**src/hdl/mc_pkg.sv**
```systemverilog
package mc_pkg;

  // ~~~~~~~~~~~~~~~~~~~~~~~~~~~~~~~~~~~~~~~~~~~~~~~~~~~~~~~~~~~
  // On-chip network field widths
  // ~~~~~~~~~~~~~~~~~~~~~~~~~~~~~~~~~~~~~~~~~~~~~~~~~~~~~~~~~~~

  localparam int MC_OP_WIDTH       = 4;
  localparam int MC_ADDR_WIDTH     = 16;
  localparam int MC_DATA_WIDTH     = 32;
  localparam int MC_X_CORD_WIDTH   = 4;
  localparam int MC_Y_CORD_WIDTH   = 4;
  localparam int MC_RET_TYPE_WIDTH = 2;

  // Forward request, 60 bits
  typedef struct packed {
    logic [MC_OP_WIDTH-1:0]     op;
    logic [MC_ADDR_WIDTH-1:0]   addr;
    logic [MC_DATA_WIDTH-1:0]   data;
    logic [MC_X_CORD_WIDTH-1:0] x_cord;   // Source tile
    logic [MC_Y_CORD_WIDTH-1:0] y_cord;
  } mc_fwd_pkt_s;

  // Return packet, 42 bits
  typedef struct packed {
    logic [MC_RET_TYPE_WIDTH-1:0] ret_type;
    logic [MC_DATA_WIDTH-1:0]     data;
    logic [MC_X_CORD_WIDTH-1:0]   x_cord; // Requester to return to
    logic [MC_Y_CORD_WIDTH-1:0]   y_cord;
  } mc_rev_pkt_s;

endpackage

```
**src/hdl/link_pkg.sv**
```systemverilog
package link_pkg;

  // ~~~~~~~~~~~~~~~~~~~~~~~~~~~~~~~~~~~~~~~~~~~~~~~~~~~~~~~~~~~
  // Link geometry
  // ~~~~~~~~~~~~~~~~~~~~~~~~~~~~~~~~~~~~~~~~~~~~~~~~~~~~~~~~~~~

  localparam int FLIT_WIDTH   = 16;                      // Payload bits per flit
  localparam int NUM_CHANNELS = 2;
  localparam int CHAN_WIDTH   = $clog2(NUM_CHANNELS);

  // Channel numbering on the link
  localparam logic [CHAN_WIDTH-1:0] CHAN_FWD = 1'b0;     // Forward requests
  localparam logic [CHAN_WIDTH-1:0] CHAN_REV = 1'b1;     // Reverse returns

  // ~~~~~~~~~~~~~~~~~~~~~~~~~~~~~~~~~~~~~~~~~~~~~~~~~~~~~~~~~~~
  // Credit flow
  // ~~~~~~~~~~~~~~~~~~~~~~~~~~~~~~~~~~~~~~~~~~~~~~~~~~~~~~~~~~~

  // Receive buffer depth per channel, also the sender's starting credit
  localparam int LINK_CREDITS = 4;
  localparam int CREDIT_WIDTH = 3;
  localparam int FIFO_PTR_WIDTH = $clog2(LINK_CREDITS);

  localparam logic [CREDIT_WIDTH-1:0] CREDIT_MAX = CREDIT_WIDTH'(LINK_CREDITS);

  // ~~~~~~~~~~~~~~~~~~~~~~~~~~~~~~~~~~~~~~~~~~~~~~~~~~~~~~~~~~~
  // Flit on the wire
  // ~~~~~~~~~~~~~~~~~~~~~~~~~~~~~~~~~~~~~~~~~~~~~~~~~~~~~~~~~~~

  typedef struct packed {
    logic [CHAN_WIDTH-1:0] chan;                         // Owning channel
    logic [FLIT_WIDTH-1:0] data;
  } link_flit_s;

endpackage
```
**src/hdl/noc_io_link.sv**
```systemverilog
`timescale 1ns/1ps

module noc_io_link
  (input  logic                                clk_i
  ,input  logic                                rst_i

  // Core side inputs
  ,input  logic                                fwd_v_i
  ,input  mc_pkg::mc_fwd_pkt_s                 fwd_pkt_i
  ,output logic                                fwd_ready_o

  ,input  logic                                rev_v_i
  ,input  mc_pkg::mc_rev_pkt_s                 rev_pkt_i
  ,output logic                                rev_ready_o

  // Core side outputs
  ,output logic                                fwd_v_o
  ,output mc_pkg::mc_fwd_pkt_s                 fwd_pkt_o
  ,input  logic                                fwd_ready_i

  ,output logic                                rev_v_o
  ,output mc_pkg::mc_rev_pkt_s                 rev_pkt_o
  ,input  logic                                rev_ready_i

  // Chip-to-chip link
  ,output logic                                link_v_o
  ,output link_pkg::link_flit_s                link_flit_o
  ,input  logic [link_pkg::NUM_CHANNELS-1:0]   link_credit_i

  ,input  logic                                link_v_i
  ,input  link_pkg::link_flit_s                link_flit_i
  ,output logic [link_pkg::NUM_CHANNELS-1:0]   link_credit_o
  );

  logic [link_pkg::NUM_CHANNELS-1:0]                           tx_v;
  logic [link_pkg::NUM_CHANNELS-1:0]                           tx_ready;
  logic [link_pkg::NUM_CHANNELS-1:0][link_pkg::FLIT_WIDTH-1:0] tx_data;
  logic [link_pkg::NUM_CHANNELS-1:0]                           rx_v;
  logic [link_pkg::NUM_CHANNELS-1:0]                           rx_ready;
  logic [link_pkg::NUM_CHANNELS-1:0][link_pkg::FLIT_WIDTH-1:0] rx_data;

  // ~~~~~~~~~~~~~~~~~~~~~~~~~~~~~~~~~~~~~~~~~~~~~~~~~~~~~~~~~~~
  // Packet to flits
  // ~~~~~~~~~~~~~~~~~~~~~~~~~~~~~~~~~~~~~~~~~~~~~~~~~~~~~~~~~~~

  flit_serializer
 #(.payload_t    (mc_pkg::mc_fwd_pkt_s)
  ) fwd_ser
  (.clk_i        (clk_i)
  ,.rst_i        (rst_i)
  ,.v_i          (fwd_v_i)
  ,.payload_i    (fwd_pkt_i)
  ,.ready_o      (fwd_ready_o)
  ,.flit_v_o     (tx_v    [link_pkg::CHAN_FWD])
  ,.flit_data_o  (tx_data [link_pkg::CHAN_FWD])
  ,.flit_ready_i (tx_ready[link_pkg::CHAN_FWD])
  );

  flit_serializer
 #(.payload_t    (mc_pkg::mc_rev_pkt_s)
  ) rev_ser
  (.clk_i        (clk_i)
  ,.rst_i        (rst_i)
  ,.v_i          (rev_v_i)
  ,.payload_i    (rev_pkt_i)
  ,.ready_o      (rev_ready_o)
  ,.flit_v_o     (tx_v    [link_pkg::CHAN_REV])
  ,.flit_data_o  (tx_data [link_pkg::CHAN_REV])
  ,.flit_ready_i (tx_ready[link_pkg::CHAN_REV])
  );

  channel_tunnel tunnel
  (.clk_i         (clk_i)
  ,.rst_i         (rst_i)
  ,.tx_v_i        (tx_v)
  ,.tx_data_i     (tx_data)
  ,.tx_ready_o    (tx_ready)
  ,.rx_v_o        (rx_v)
  ,.rx_data_o     (rx_data)
  ,.rx_ready_i    (rx_ready)
  ,.link_v_o      (link_v_o)
  ,.link_flit_o   (link_flit_o)
  ,.link_credit_i (link_credit_i)
  ,.link_v_i      (link_v_i)
  ,.link_flit_i   (link_flit_i)
  ,.link_credit_o (link_credit_o)
  );

  // ~~~~~~~~~~~~~~~~~~~~~~~~~~~~~~~~~~~~~~~~~~~~~~~~~~~~~~~~~~~
  // Flits to packet
  // ~~~~~~~~~~~~~~~~~~~~~~~~~~~~~~~~~~~~~~~~~~~~~~~~~~~~~~~~~~~

  flit_deserializer
 #(.payload_t    (mc_pkg::mc_fwd_pkt_s)
  ) fwd_des
  (.clk_i        (clk_i)
  ,.rst_i        (rst_i)
  ,.flit_v_i     (rx_v    [link_pkg::CHAN_FWD])
  ,.flit_data_i  (rx_data [link_pkg::CHAN_FWD])
  ,.flit_ready_o (rx_ready[link_pkg::CHAN_FWD])
  ,.v_o          (fwd_v_o)
  ,.payload_o    (fwd_pkt_o)
  ,.ready_i      (fwd_ready_i)
  );

  flit_deserializer
 #(.payload_t    (mc_pkg::mc_rev_pkt_s)
  ) rev_des
  (.clk_i        (clk_i)
  ,.rst_i        (rst_i)
  ,.flit_v_i     (rx_v    [link_pkg::CHAN_REV])
  ,.flit_data_i  (rx_data [link_pkg::CHAN_REV])
  ,.flit_ready_o (rx_ready[link_pkg::CHAN_REV])
  ,.v_o          (rev_v_o)
  ,.payload_o    (rev_pkt_o)
  ,.ready_i      (rev_ready_i)
  );

endmodule

```
**src/hdl/channel_tunnel.sv**
```systemverilog
`timescale 1ns/1ps

module channel_tunnel
  (input  logic                                                         clk_i
  ,input  logic                                                         rst_i

  // Core side, one lane per channel
  ,input  logic [link_pkg::NUM_CHANNELS-1:0]                            tx_v_i
  ,input  logic [link_pkg::NUM_CHANNELS-1:0][link_pkg::FLIT_WIDTH-1:0]  tx_data_i
  ,output logic [link_pkg::NUM_CHANNELS-1:0]                            tx_ready_o

  ,output logic [link_pkg::NUM_CHANNELS-1:0]                            rx_v_o
  ,output logic [link_pkg::NUM_CHANNELS-1:0][link_pkg::FLIT_WIDTH-1:0]  rx_data_o
  ,input  logic [link_pkg::NUM_CHANNELS-1:0]                            rx_ready_i

  // Link side
  ,output logic                                                         link_v_o
  ,output link_pkg::link_flit_s                                         link_flit_o
  ,input  logic [link_pkg::NUM_CHANNELS-1:0]                            link_credit_i

  ,input  logic                                                         link_v_i
  ,input  link_pkg::link_flit_s                                         link_flit_i
  ,output logic [link_pkg::NUM_CHANNELS-1:0]                            link_credit_o
  );

  // ~~~~~~~~~~~~~~~~~~~~~~~~~~~~~~~~~~~~~~~~~~~~~~~~~~~~~~~~~~~
  // Sender
  // ~~~~~~~~~~~~~~~~~~~~~~~~~~~~~~~~~~~~~~~~~~~~~~~~~~~~~~~~~~~

  logic [link_pkg::CREDIT_WIDTH-1:0] credit_r [link_pkg::NUM_CHANNELS];
  logic [link_pkg::NUM_CHANNELS-1:0] eligible;
  logic [link_pkg::CHAN_WIDTH-1:0]   rr_ptr_r;    // Channel with first pick
  logic [link_pkg::CHAN_WIDTH-1:0]   win_chan;
  logic                              win_v;
  logic                              link_v_r;
  link_pkg::link_flit_s              link_flit_r;

  always_comb
  begin
    for (int c = 0; c < link_pkg::NUM_CHANNELS; c++)
      eligible[c] = tx_v_i[c] & (credit_r[c] != '0);
  end

  // Walk from the lowest priority up so the nearest eligible channel wins
  always_comb
  begin
    logic [link_pkg::CHAN_WIDTH-1:0] idx;
    win_v    = 1'b0;
    win_chan = rr_ptr_r;
    for (int i = link_pkg::NUM_CHANNELS - 1; i >= 0; i--)
    begin
      idx = link_pkg::CHAN_WIDTH'((int'(rr_ptr_r) + i) % link_pkg::NUM_CHANNELS);
      if (eligible[idx])
      begin
        win_v    = 1'b1;
        win_chan = idx;
      end
    end
  end

  always_comb
  begin
    for (int c = 0; c < link_pkg::NUM_CHANNELS; c++)
      tx_ready_o[c] = win_v & (int'(win_chan) == c);
  end

  always_ff @(posedge clk_i)
  begin
    if (rst_i)
    begin
      rr_ptr_r <= '0;
      link_v_r <= 1'b0;
    end
    else
    begin
      link_v_r <= win_v;
      if (win_v)
        rr_ptr_r <= (int'(win_chan) == link_pkg::NUM_CHANNELS - 1) ? '0 : win_chan + 1'b1;
    end
  end

  // Send and returning credit may meet in one cycle
  always_ff @(posedge clk_i)
  begin
    for (int c = 0; c < link_pkg::NUM_CHANNELS; c++)
    begin
      if (rst_i)
        credit_r[c] <= link_pkg::CREDIT_MAX;
      else if (tx_ready_o[c] & ~link_credit_i[c])
        credit_r[c] <= credit_r[c] - 1'b1;
      else if (link_credit_i[c] & ~tx_ready_o[c])
        credit_r[c] <= credit_r[c] + 1'b1;
    end
  end

  always_ff @(posedge clk_i)
  begin
    if (win_v)
    begin
      link_flit_r.chan <= win_chan;
      link_flit_r.data <= tx_data_i[win_chan];
    end
  end

  assign link_v_o    = link_v_r;
  assign link_flit_o = link_flit_r;

  // ~~~~~~~~~~~~~~~~~~~~~~~~~~~~~~~~~~~~~~~~~~~~~~~~~~~~~~~~~~~
  // Receiver
  // ~~~~~~~~~~~~~~~~~~~~~~~~~~~~~~~~~~~~~~~~~~~~~~~~~~~~~~~~~~~

  logic [link_pkg::NUM_CHANNELS-1:0] fifo_push;
  logic [link_pkg::NUM_CHANNELS-1:0] fifo_pop;
  logic [link_pkg::NUM_CHANNELS-1:0] fifo_full;
  logic [link_pkg::NUM_CHANNELS-1:0] link_credit_r;

  for (genvar c = 0; c < link_pkg::NUM_CHANNELS; c++)
  begin : g_rx
    assign fifo_push[c] = link_v_i & (int'(link_flit_i.chan) == c);   // Steer by tag
    assign fifo_pop[c]  = rx_v_o[c] & rx_ready_i[c];

    flit_fifo rx_fifo
      (.clk_i  (clk_i)
      ,.rst_i  (rst_i)
      ,.push_i (fifo_push[c])
      ,.data_i (link_flit_i.data)
      ,.full_o (fifo_full[c])
      ,.v_o    (rx_v_o[c])
      ,.data_o (rx_data_o[c])
      ,.pop_i  (fifo_pop[c])
      );
  end

  always_ff @(posedge clk_i)
  begin
    if (rst_i)
      link_credit_r <= '0;
    else
      link_credit_r <= fifo_pop;   // One credit per drained flit
  end

  assign link_credit_o = link_credit_r;

endmodule

```
**src/hdl/flit_fifo.sv**
```systemverilog
`timescale 1ns/1ps

module flit_fifo
  (input  logic                            clk_i
  ,input  logic                            rst_i

  ,input  logic                            push_i
  ,input  logic [link_pkg::FLIT_WIDTH-1:0] data_i
  ,output logic                            full_o

  ,output logic                            v_o
  ,output logic [link_pkg::FLIT_WIDTH-1:0] data_o
  ,input  logic                            pop_i
  );

  logic [link_pkg::FLIT_WIDTH-1:0]     mem_r [link_pkg::LINK_CREDITS];
  logic [link_pkg::FIFO_PTR_WIDTH-1:0] wr_ptr_r;
  logic [link_pkg::FIFO_PTR_WIDTH-1:0] rd_ptr_r;
  logic [link_pkg::CREDIT_WIDTH-1:0]   count_r;   // Occupancy

  function automatic logic [link_pkg::FIFO_PTR_WIDTH-1:0] ptr_next
    (input logic [link_pkg::FIFO_PTR_WIDTH-1:0] ptr);
    if (int'(ptr) == link_pkg::LINK_CREDITS - 1)
      return '0;
    return ptr + 1'b1;
  endfunction

  assign full_o = (count_r == link_pkg::CREDIT_MAX);
  assign v_o    = (count_r != '0);
  assign data_o = mem_r[rd_ptr_r];

  always_ff @(posedge clk_i)
  begin
    if (rst_i)
    begin
      wr_ptr_r <= '0;
      rd_ptr_r <= '0;
      count_r  <= '0;
    end
    else
    begin
      if (push_i)
        wr_ptr_r <= ptr_next(wr_ptr_r);
      if (pop_i)
        rd_ptr_r <= ptr_next(rd_ptr_r);
      if (push_i & ~pop_i)
        count_r <= count_r + 1'b1;
      else if (pop_i & ~push_i)
        count_r <= count_r - 1'b1;
    end
  end

  always_ff @(posedge clk_i)
  begin
    if (push_i)
      mem_r[wr_ptr_r] <= data_i;
  end

endmodule

```
**src/hdl/flit_deserializer.sv**
```systemverilog
`timescale 1ns/1ps

module flit_deserializer
 #(parameter type payload_t = logic [link_pkg::FLIT_WIDTH-1:0]
  )
  (input  logic                            clk_i
  ,input  logic                            rst_i

  ,input  logic                            flit_v_i
  ,input  logic [link_pkg::FLIT_WIDTH-1:0] flit_data_i
  ,output logic                            flit_ready_o

  ,output logic                            v_o
  ,output payload_t                        payload_o
  ,input  logic                            ready_i
  );

  localparam int PAYLOAD_WIDTH = $bits(payload_t);
  localparam int NUM_FLITS     = (PAYLOAD_WIDTH + link_pkg::FLIT_WIDTH - 1) / link_pkg::FLIT_WIDTH;
  localparam int PAD_WIDTH     = NUM_FLITS * link_pkg::FLIT_WIDTH;
  localparam int COUNT_WIDTH   = $clog2(NUM_FLITS + 1);

  localparam logic [COUNT_WIDTH-1:0] COUNT_FULL = COUNT_WIDTH'(NUM_FLITS);

  logic [PAD_WIDTH-1:0]   asm_r;    // Assembly register
  logic [COUNT_WIDTH-1:0] count_r;  // Flits gathered so far
  logic                   take;
  logic                   done;

  assign v_o          = (count_r == COUNT_FULL);
  assign flit_ready_o = ~v_o;       // Stall while a packet waits
  assign take         = flit_v_i & flit_ready_o;
  assign done         = v_o & ready_i;

  // Pad bits sit at the top and are dropped here
  assign payload_o = payload_t'(asm_r[PAYLOAD_WIDTH-1:0]);

  always_ff @(posedge clk_i)
  begin
    if (rst_i)
      count_r <= '0;
    else if (done)
      count_r <= '0;
    else if (take)
      count_r <= count_r + 1'b1;
  end

  // New flit enters at the top, so the first one lands lowest
  always_ff @(posedge clk_i)
  begin
    if (take)
      asm_r <= PAD_WIDTH'({flit_data_i, asm_r} >> link_pkg::FLIT_WIDTH);
  end

endmodule

```
**src/hdl/flit_serializer.sv**
```systemverilog
`timescale 1ns/1ps

module flit_serializer
 #(parameter type payload_t = logic [link_pkg::FLIT_WIDTH-1:0]
  )
  (input  logic                            clk_i
  ,input  logic                            rst_i

  ,input  logic                            v_i
  ,input  payload_t                        payload_i
  ,output logic                            ready_o

  ,output logic                            flit_v_o
  ,output logic [link_pkg::FLIT_WIDTH-1:0] flit_data_o
  ,input  logic                            flit_ready_i
  );

  localparam int PAYLOAD_WIDTH = $bits(payload_t);
  localparam int NUM_FLITS     = (PAYLOAD_WIDTH + link_pkg::FLIT_WIDTH - 1) / link_pkg::FLIT_WIDTH;
  localparam int PAD_WIDTH     = NUM_FLITS * link_pkg::FLIT_WIDTH;
  localparam int COUNT_WIDTH   = $clog2(NUM_FLITS + 1);

  logic [PAD_WIDTH-1:0]   padded;
  logic [PAD_WIDTH-1:0]   shift_r;
  logic [COUNT_WIDTH-1:0] count_r;  // Flits still to send
  logic                   accept;
  logic                   take;

  // Zero fill above the payload so the final flit is padded
  always_comb
  begin
    padded                     = '0;
    padded[PAYLOAD_WIDTH-1:0]  = payload_i;
  end

  assign flit_v_o    = (count_r != '0);
  assign flit_data_o = shift_r[link_pkg::FLIT_WIDTH-1:0];  // Low flit first
  assign take        = flit_v_o & flit_ready_i;

  // Idle, or the last flit leaves this cycle
  assign ready_o = (count_r == '0) | ((count_r == COUNT_WIDTH'(1)) & flit_ready_i);
  assign accept  = v_i & ready_o;

  always_ff @(posedge clk_i)
  begin
    if (rst_i)
      count_r <= '0;
    else if (accept)
      count_r <= COUNT_WIDTH'(NUM_FLITS);
    else if (take)
      count_r <= count_r - 1'b1;
  end

  always_ff @(posedge clk_i)
  begin
    if (accept)
      shift_r <= padded;
    else if (take)
      shift_r <= shift_r >> link_pkg::FLIT_WIDTH;
  end

endmodule

```
**config.mk**
```make
export PLATFORM = sky130hd
export DESIGN_NAME = noc_io_link
export DESIGN_NICKNAME = d
export VERILOG_FILES = /design/src/hdl/mc_pkg.sv /design/src/hdl/link_pkg.sv /design/src/hdl/noc_io_link.sv /design/src/hdl/channel_tunnel.sv /design/src/hdl/flit_fifo.sv /design/src/hdl/flit_deserializer.sv /design/src/hdl/flit_serializer.sv
export SDC_FILE = /design/constraint.sdc
export NUM_CORES = 1
export LEC_CHECK = 0
export BUFFER_PORTS_ARGS = -buffer_cell sky130_fd_sc_hd__buf_4
export CAP_MARGIN = 20
export CORE_MARGIN = 2
export CORE_UTILIZATION = 60
export DETAILED_ROUTE_END_ITERATION = 10
export PLACE_DENSITY = 0.84
export SLEW_MARGIN = 30
export SYNTH_ARGS = -nofsm -noshare
export SYNTH_HDL_FRONTEND = slang
export SYNTH_HIERARCHICAL = 1
export SYNTH_SLANG_ARGS = --single-unit
export TNS_END_PERCENT = 10
```
**constraint.sdc**
```tcl
create_clock -name clk_i -period 7.2 [get_ports clk_i]
set_input_delay 0.72 -clock clk_i [delete_from_list [all_inputs] [get_ports clk_i]]
set_output_delay 0.72 -clock clk_i [all_outputs]
set_load 0.005 [all_outputs]
```
==> impl_metrics.env, run 1 <==
export IMPL_antenna_found_initial=2
export IMPL_grt_pass1_wl_mm=46.2
export IMPL_cts_num_sinks=397
export IMPL_grt_use_met2_pct=38.7
export IMPL_fmax_mhz=277
export IMPL_grt_busiest_layer="met2"
export IMPL_area_growth_pct=14.6
export IMPL_critPathKind="reg -> out"
export IMPL_cts_resized=0
export IMPL_total_power_mw=8.54
export IMPL_met3_usage_pct=5.29
export IMPL_crit_path_end_kind="output pin"
export IMPL_pwr_share_clk_pct=22.3
export IMPL_cts_hold_buf=0
export IMPL_combinationalPowerShare_pct=28.2
export IMPL_dieArea_sq_um=28300
export IMPL_die_x_microns=168
export IMPL_post_route_period_util_pct=50.2
export IMPL_seqPwrFrac_pct=49.5
export IMPL_numPortBuffers=253
export IMPL_worst_pin_slew_ns=0.968
export IMPL_numCtsBuffers=40
export IMPL_synth_cells=881
export IMPL_gp_congestion=0.774
export IMPL_dr_pass1_iters=4
export IMPL_p_sw_share_pct=28.9
export IMPL_drtIter0Drc=766
export IMPL_min_from="link_flit_i[2]"
export IMPL_cp_required_ns=6.48
export IMPL_cts_root_buf="clkbuf_16"
export IMPL_hold_viol=0
export IMPL_grt_ovfl_total=0
export IMPL_synthesis_area_sq_um=16200
export IMPL_grtUsageMet1_pct=26.3
export IMPL_clock_latency_ns=0.53
export IMPL_ctsHtreeMaxLevel=2
export IMPL_skew_ns=0.0153
export IMPL_die_h_microns=168
export IMPL_vias=7718
export IMPL_cp_start_kind="flip-flop"
export IMPL_r2r_cells=10
export IMPL_fin_ws_ns=3.59
export IMPL_rows=60
export IMPL_yosysWarnings=6
export IMPL_hold_class="in -> reg"
export IMPL_drive_above_1_share_pct=38.8
export IMPL_power_switching_mw=2.47
export IMPL_viasPerCell=5.54
export IMPL_pin_count=254
export IMPL_p_per_area_nw_per_um2=461
export IMPL_grt_pass1_vias=7895
export IMPL_worstPathArrival_ns=2.89
export IMPL_p_leak_nw=7.05
export IMPL_min_delay_path_depth=1
export IMPL_drc_errors=0
export IMPL_cp_num_buf_inv=4
export IMPL_wl_per_cell_microns=22.2
export IMPL_clk_path_buf_depth=3
export IMPL_slowest_delay_ns=0.52
export IMPL_drt_total_wl_mm=31.0
export IMPL_worstReg2RegStart="fwd_ser/count_r[0]$_SDFFE_PP0P_"
export IMPL_hpwlAfterDp_mm=20.3
export IMPL_syn_nets=1036
export IMPL_setup_violations_final=0
export IMPL_tritoncts="yes"
export IMPL_cp_top_family="compound AO/OA/AOI/OAI gates"
export IMPL_drv_cap=0
export IMPL_cpMostUsedCell="inv_1"
export IMPL_final_cells=1394
export IMPL_cts_setup_buffers=0
export IMPL_initial_core_util_pct=60.5
export IMPL_ant_nets=0
export IMPL_avgSynthCellArea_sq_um=18.4
export IMPL_vdd_drop_max_mv=0.364
export IMPL_period_needed_ns=3.61
export IMPL_final_max_slew_viol_count=0
export IMPL_grtUsageTotal_pct=21.9
export IMPL_clkTransAtPathRegs_ns=0.06
export IMPL_slew_headroom_pct=35.5
export IMPL_grt_max_degree=67
export IMPL_finalSetupTns_ns=0
export IMPL_pre_cts_ws_ns=3.95
export IMPL_whs_endpoint="tunnel/g_rx[0].rx_fifo/mem_r[1][2]$_DFFE_PP_"
export IMPL_status="finished clean"
export IMPL_core_sq_um=26700
export IMPL_critPathMaxFanout=18
export IMPL_nets=1180
export IMPL_worstPathCellList="inv_1 > ha_1 > ha_1 > inv_1 > nand2b_1 > o21ai_1 > inv_1 > a21o_4 > buf_4"
export IMPL_p_int_mw=6.07
export IMPL_rsz0062_at_grt="false"
export IMPL_dp_cells=1324
export IMPL_r2r_setup_slack_ns=3.93
export IMPL_worst_path_max_delay_cell="o21ai_1"
export IMPL_r2r_end="rev_ser/shift_r[2]$_DFFE_PP_"
[cell usage in the layout, fill, tap and decap left out, types with 3 or more instances in the layout]
cell type    n
edfxtp_1   365
buf_4      257
clkbuf_16   40
mux2_2      32
dfxtp_1     30
and2_1      28
mux2_1      28
mux2_4      28
ha_1        24
inv_1       23
nor2_1      22
mux4_2      20
and3_1      16
clkbuf_1    13
mux2i_1     13
mux4_1      12
nand2_1      8
clkinv_2     7
a21oi_1      7
nor2b_1      7
xor2_1       5
or3_1        5
nor3b_1      4
clkinv_1     3
nand3_1      3
xnor2_1      3
fa_1         3
[cell type report]
class	count	area [sq um]
sequential	397	11600
multi-input combinational	304	3280
tap	341	427
antenna	1	2.50
fill	1652	8190
timing repair buffer	257	1930
clock buffer	54	1060
clock inverter	15	133
inverter	25	95.1
[routing by layer]
metal  part of all wire, %  vias up  routed length, microns
met2                    52      319                   16200
met1                    37     3871                   11400
li1                      -     3464                       -
met5                 0.035        -                      11
met4                   3.2        2                    1000
met3                   7.5       62                    2320
[power by group through the flow]
stage | clock network (mW) | logic, mW | registers [mW]
floorplan | 0 | 2.05 | 4.04
finish | 1.91 | 2.41 | 4.22
CTS | 1.95 | 2.43 | 4.24
detailed placement | 0 | 2.40 | 4.27
global placement | 0 | 2.31 | 4.23
global route | 2.04 | 2.59 | 4.31
[through the flow]
step                      instance area [sq um]  hold slack (ns)  util (%)
after CTS                                 18500            0.397      69.3
after global routing                      18500            0.411      69.4
final                                     18500            0.418      69.4
after global placement                    17300            0.402      64.9
after floorplan                           16200            0.400         -
after detailed placement                  17300            0.405      64.9
[state kept, by name (all words and copies together) (netlist names), 6 cells and up, named ones only]
signal,cells
fwd_des/asm_r,64
fwd_ser/shift_r,60
rev_des/asm_r,48
rev_ser/shift_r,42
tunnel/credit_r,6
tunnel/g_rx.rx_fifo/count_r,6
tunnel/g_rx.rx_fifo/mem_r,128
tunnel/link_flit_o,17
[how the worst max path moves through the flow]
stage / cells past startpoint / endpoint / from
6_report: 9 / rev_ready_o / fwd_ser/count_r[0]$_SDFFE_PP0P_
5_1_grt: 9 / rev_ready_o / fwd_ser/count_r[0]$_SDFFE_PP0P_
4_1_cts: 9 / rev_ready_o / fwd_ser/count_r[0]$_SDFFE_PP0P_
3_5_place_dp: 10 / rev_ser/shift_r[2]$_DFFE_PP_ / fwd_ser/count_r[0]$_SDFFE_PP0P_
3_3_place_gp: 10 / rev_ser/shift_r[22]$_DFFE_PP_ / fwd_ser/count_r[0]$_SDFFE_PP0P_
2_1_floorplan: 9 / fwd_ser/shift_r[0]$_DFFE_PP_ / fwd_ser/count_r[0]$_SDFFE_PP0P_
Power figures use the tool's default switching activity.
==> run 2: changes to the inputs <==
--- a/config.mk
+++ b/config.mk
@@ -5,12 +5,13 @@
 export SDC_FILE = /design/constraint.sdc
 export NUM_CORES = 1
 export LEC_CHECK = 0
+export ABC_AREA = 1
 export BUFFER_PORTS_ARGS = -buffer_cell sky130_fd_sc_hd__buf_4
 export CAP_MARGIN = 20
 export CORE_MARGIN = 2
-export CORE_UTILIZATION = 60
+export CORE_UTILIZATION = 51
 export DETAILED_ROUTE_END_ITERATION = 10
-export PLACE_DENSITY = 0.84
+export PLACE_DENSITY = 0.76
 export SLEW_MARGIN = 30
 export SYNTH_ARGS = -nofsm -noshare
 export SYNTH_HDL_FRONTEND = slang
==> constraint.sdc (replaced) <==
create_clock -name clk_i -period 3 [get_ports clk_i]
set_input_delay 0.3 -clock clk_i [delete_from_list [all_inputs] [get_ports clk_i]]
set_output_delay 0.3 -clock clk_i [all_outputs]
set_load 0.005 [all_outputs]
==> run 2 against run 1 <==
Synthesized cell count grew 49%. Flip-flop and latch count did not move. Final cell count increased by 39%. Final area grew 4.7%. Clock skew rose by 0.012 ns. Count of clock-buffer cells in the layout up 1. Hold slack got worse by 0.40 ns. Via count increased by 22%. Largest cell class unchanged. Highest routed layer is now met4.
==> impl_metrics.env, run 2 <==
export IMPL_status="finished clean"
export IMPL_clk_path_buf_depth=3
export IMPL_cts_setup_buffers=0
export IMPL_slew_headroom_pct=48.5
export IMPL_hold_class="in -> reg"
export IMPL_drv_cap=0
export IMPL_pin_count=254
export IMPL_cts_root_buf="clkbuf_16"
export IMPL_vias=9440
export IMPL_multi_input_area_sq_um=3280
export IMPL_critPathKind="reg -> out"
export IMPL_core_sq_um=32400
export IMPL_grt_max_degree=65
export IMPL_rows=66
export IMPL_viasPerCell=4.87
export IMPL_ant_nets=0
export IMPL_drt_total_wl_mm=30.4
export IMPL_p_int_mw=14.7
export IMPL_fmax_mhz=360
export IMPL_p_per_area_nw_per_um2=1110
export IMPL_rsz0062_at_grt="false"
export IMPL_synthesis_area_sq_um=16700
export IMPL_combinationalPowerShare_pct=31.5
export IMPL_antenna_found_initial=1
export IMPL_dr_pass1_iters=5
export IMPL_power_switching_mw=6.82
export IMPL_setup_violations_final=0
export IMPL_tritoncts="yes"
export IMPL_clkTransAtPathRegs_ns=0.06
export IMPL_nFillCells=2517
export IMPL_seqPwrFrac_pct=45.8
export IMPL_critPathMaxFanout=23
export IMPL_largest_reg_flops=128
export IMPL_total_power_mw=21.5
export IMPL_worstPathArrival_ns=2.48
export IMPL_drc_errors=0
export IMPL_die_x_microns=185
export IMPL_grt_pass1_wl_mm=47.0
export IMPL_r2r_cells=14
export IMPL_gp_congestion=0.774
export IMPL_numCtsBuffers=41
export IMPL_reg_largest_list="tunnel/g_rx.rx_fifo/mem_r: 128 flops, fwd_des/asm_r: 64 flops, fwd_ser/shift_r: 60 flops"
export IMPL_min_delay_path_depth=1
export IMPL_p_sw_share_pct=31.8
export IMPL_avgSynthCellArea_sq_um=12.7
export IMPL_period_needed_ns=2.78
export IMPL_area_growth_pct=16.4
export IMPL_post_route_period_util_pct=92.7
export IMPL_max_flop_register="tunnel/g_rx.rx_fifo/mem_r"
export IMPL_nets=1616
export IMPL_ctsHtreeMaxLevel=2
export IMPL_seq_area_sq_um=11600
export IMPL_dieArea_sq_um=34200
export IMPL_crit_path_end_kind="output pin"
export IMPL_pwr_share_clk_pct=22.7
export IMPL_layout_commonest_cell="edfxtp_1"
export IMPL_hold_viol=0
export IMPL_yosysWarnings=6
export IMPL_grt_pass1_vias=9109
export IMPL_cts_num_sinks=397
export IMPL_synth_cells=1316
export IMPL_final_cell_mix="edfxtp_1 (365), buf_4 (262), nand2_1 (232)"
export IMPL_clock_latency_ns=0.54
export IMPL_numPortBuffers=253
export IMPL_finalSetupTns_ns=0
export IMPL_vdd_drop_max_mv=0.568
export IMPL_drtIter0Drc=605
export IMPL_cp_start_kind="flip-flop"
export IMPL_initial_core_util_pct=51.5
export IMPL_grtUsageTotal_pct=17.6
export IMPL_skew_ns=0.0273
export IMPL_final_max_slew_viol_count=0
export IMPL_cp_required_ns=2.70
export IMPL_worst_pin_slew_ns=0.772
export IMPL_hpwlAfterDp_mm=20.2
export IMPL_die_h_microns=185
export IMPL_grt_ovfl_total=0
export IMPL_p_leak_nw=8.00
export IMPL_wl_per_cell_microns=15.7
export IMPL_drive_above_1_share_pct=27.8
export IMPL_syn_nets=1471
run 2: changes by cell type in the layout (fill, tap and decap cells not counted), sizes merged, moves of 16 or more:
cell and change:
nand2 +234, nor2 +113, inv +98, mux2 -88, o21ai +87, nand3 +61
mux4 -32, o22ai +32, and2 -28, and3 -16
run 2: critical path, cell delays in order (launching register included):
cell and delay [ns]:
dfxtp_1 0.36, inv_1 0.06, ha_1 0.20, ha_1 0.19, inv_2 0.10, inv_2 0.07
nor2_8 0.14, inv_4 0.07, a31oi_4 0.19, nand3_1 0.15, nand2_4 0.13, buf_12 0.17
buf_4 0.12
run 2: worst paths after layout:
path	from	end	slack (ns)
max reg2reg	fwd_ser/count_r[0]$_SDFFE_PP0P_	tunnel/credit_r[1][2]$_SDFFCE_PN1P_	0.39
min reg2reg	fwd_des/asm_r[61]$_DFFE_PP_	fwd_des/asm_r[45]$_DFFE_PP_	0.42
max	fwd_ser/count_r[0]$_SDFFE_PP0P_	fwd_ready_o	0.22
min	link_flit_i[2]	tunnel/g_rx[1].rx_fifo/mem_r[1][2]$_DFFE_PP_	0.02
run 2: routing by layer:
layer	global-route usage, %	wire length, microns
met1	23.1	12600
met2	29.4	14900
met5	0	0
met4	5.81	797
met3	3.58	2020
run 2: final cells by class:
class                           instances  area share [%]
Antenna cell                            1          0.0129
Clock buffer                           55            5.71
Clock inverter                         21            1.07
Inverter                              124            2.42
Multi-Input combinational cell        621            16.9
Sequential cell                       397            59.8
Tap cell                              442            2.85
Timing Repair Buffer                  276            11.2
run 2: per-stage QoR:
step	util, %	cell area, sq um	hold slack, ns	setup slack (ns)	std cells
after global placement	55.4	17900	0.401	0.437	1850
after global routing	60.0	19400	0.000424	0.0378	1937
after CTS	59.8	19400	0.000936	0.0120	1935
final	60.0	19400	0.0155	0.218	1937
after detailed placement	55.5	18000	0.405	0.366	1851
after floorplan	-	16700	0.362	0.307	1316
run 2: timing repair:
action,4_1_cts,5_1_grt
pin swaps,0,0
hold buffers,8,0
cloned,0,1
endpoints found under the hold margin,47,0
gates resized for setup,3,2
endpoints found under the setup margin,1,1
run 2: power by group through the flow:
stage	clock network (mW)	registers [mW]	logic (mW)
floorplan	0	9.76	5.34
global placement	0	9.91	6.37
detailed placement	0	9.97	6.67
CTS	4.99	9.87	6.74
global route	5.23	10.1	7.58
finish	4.88	9.84	6.77
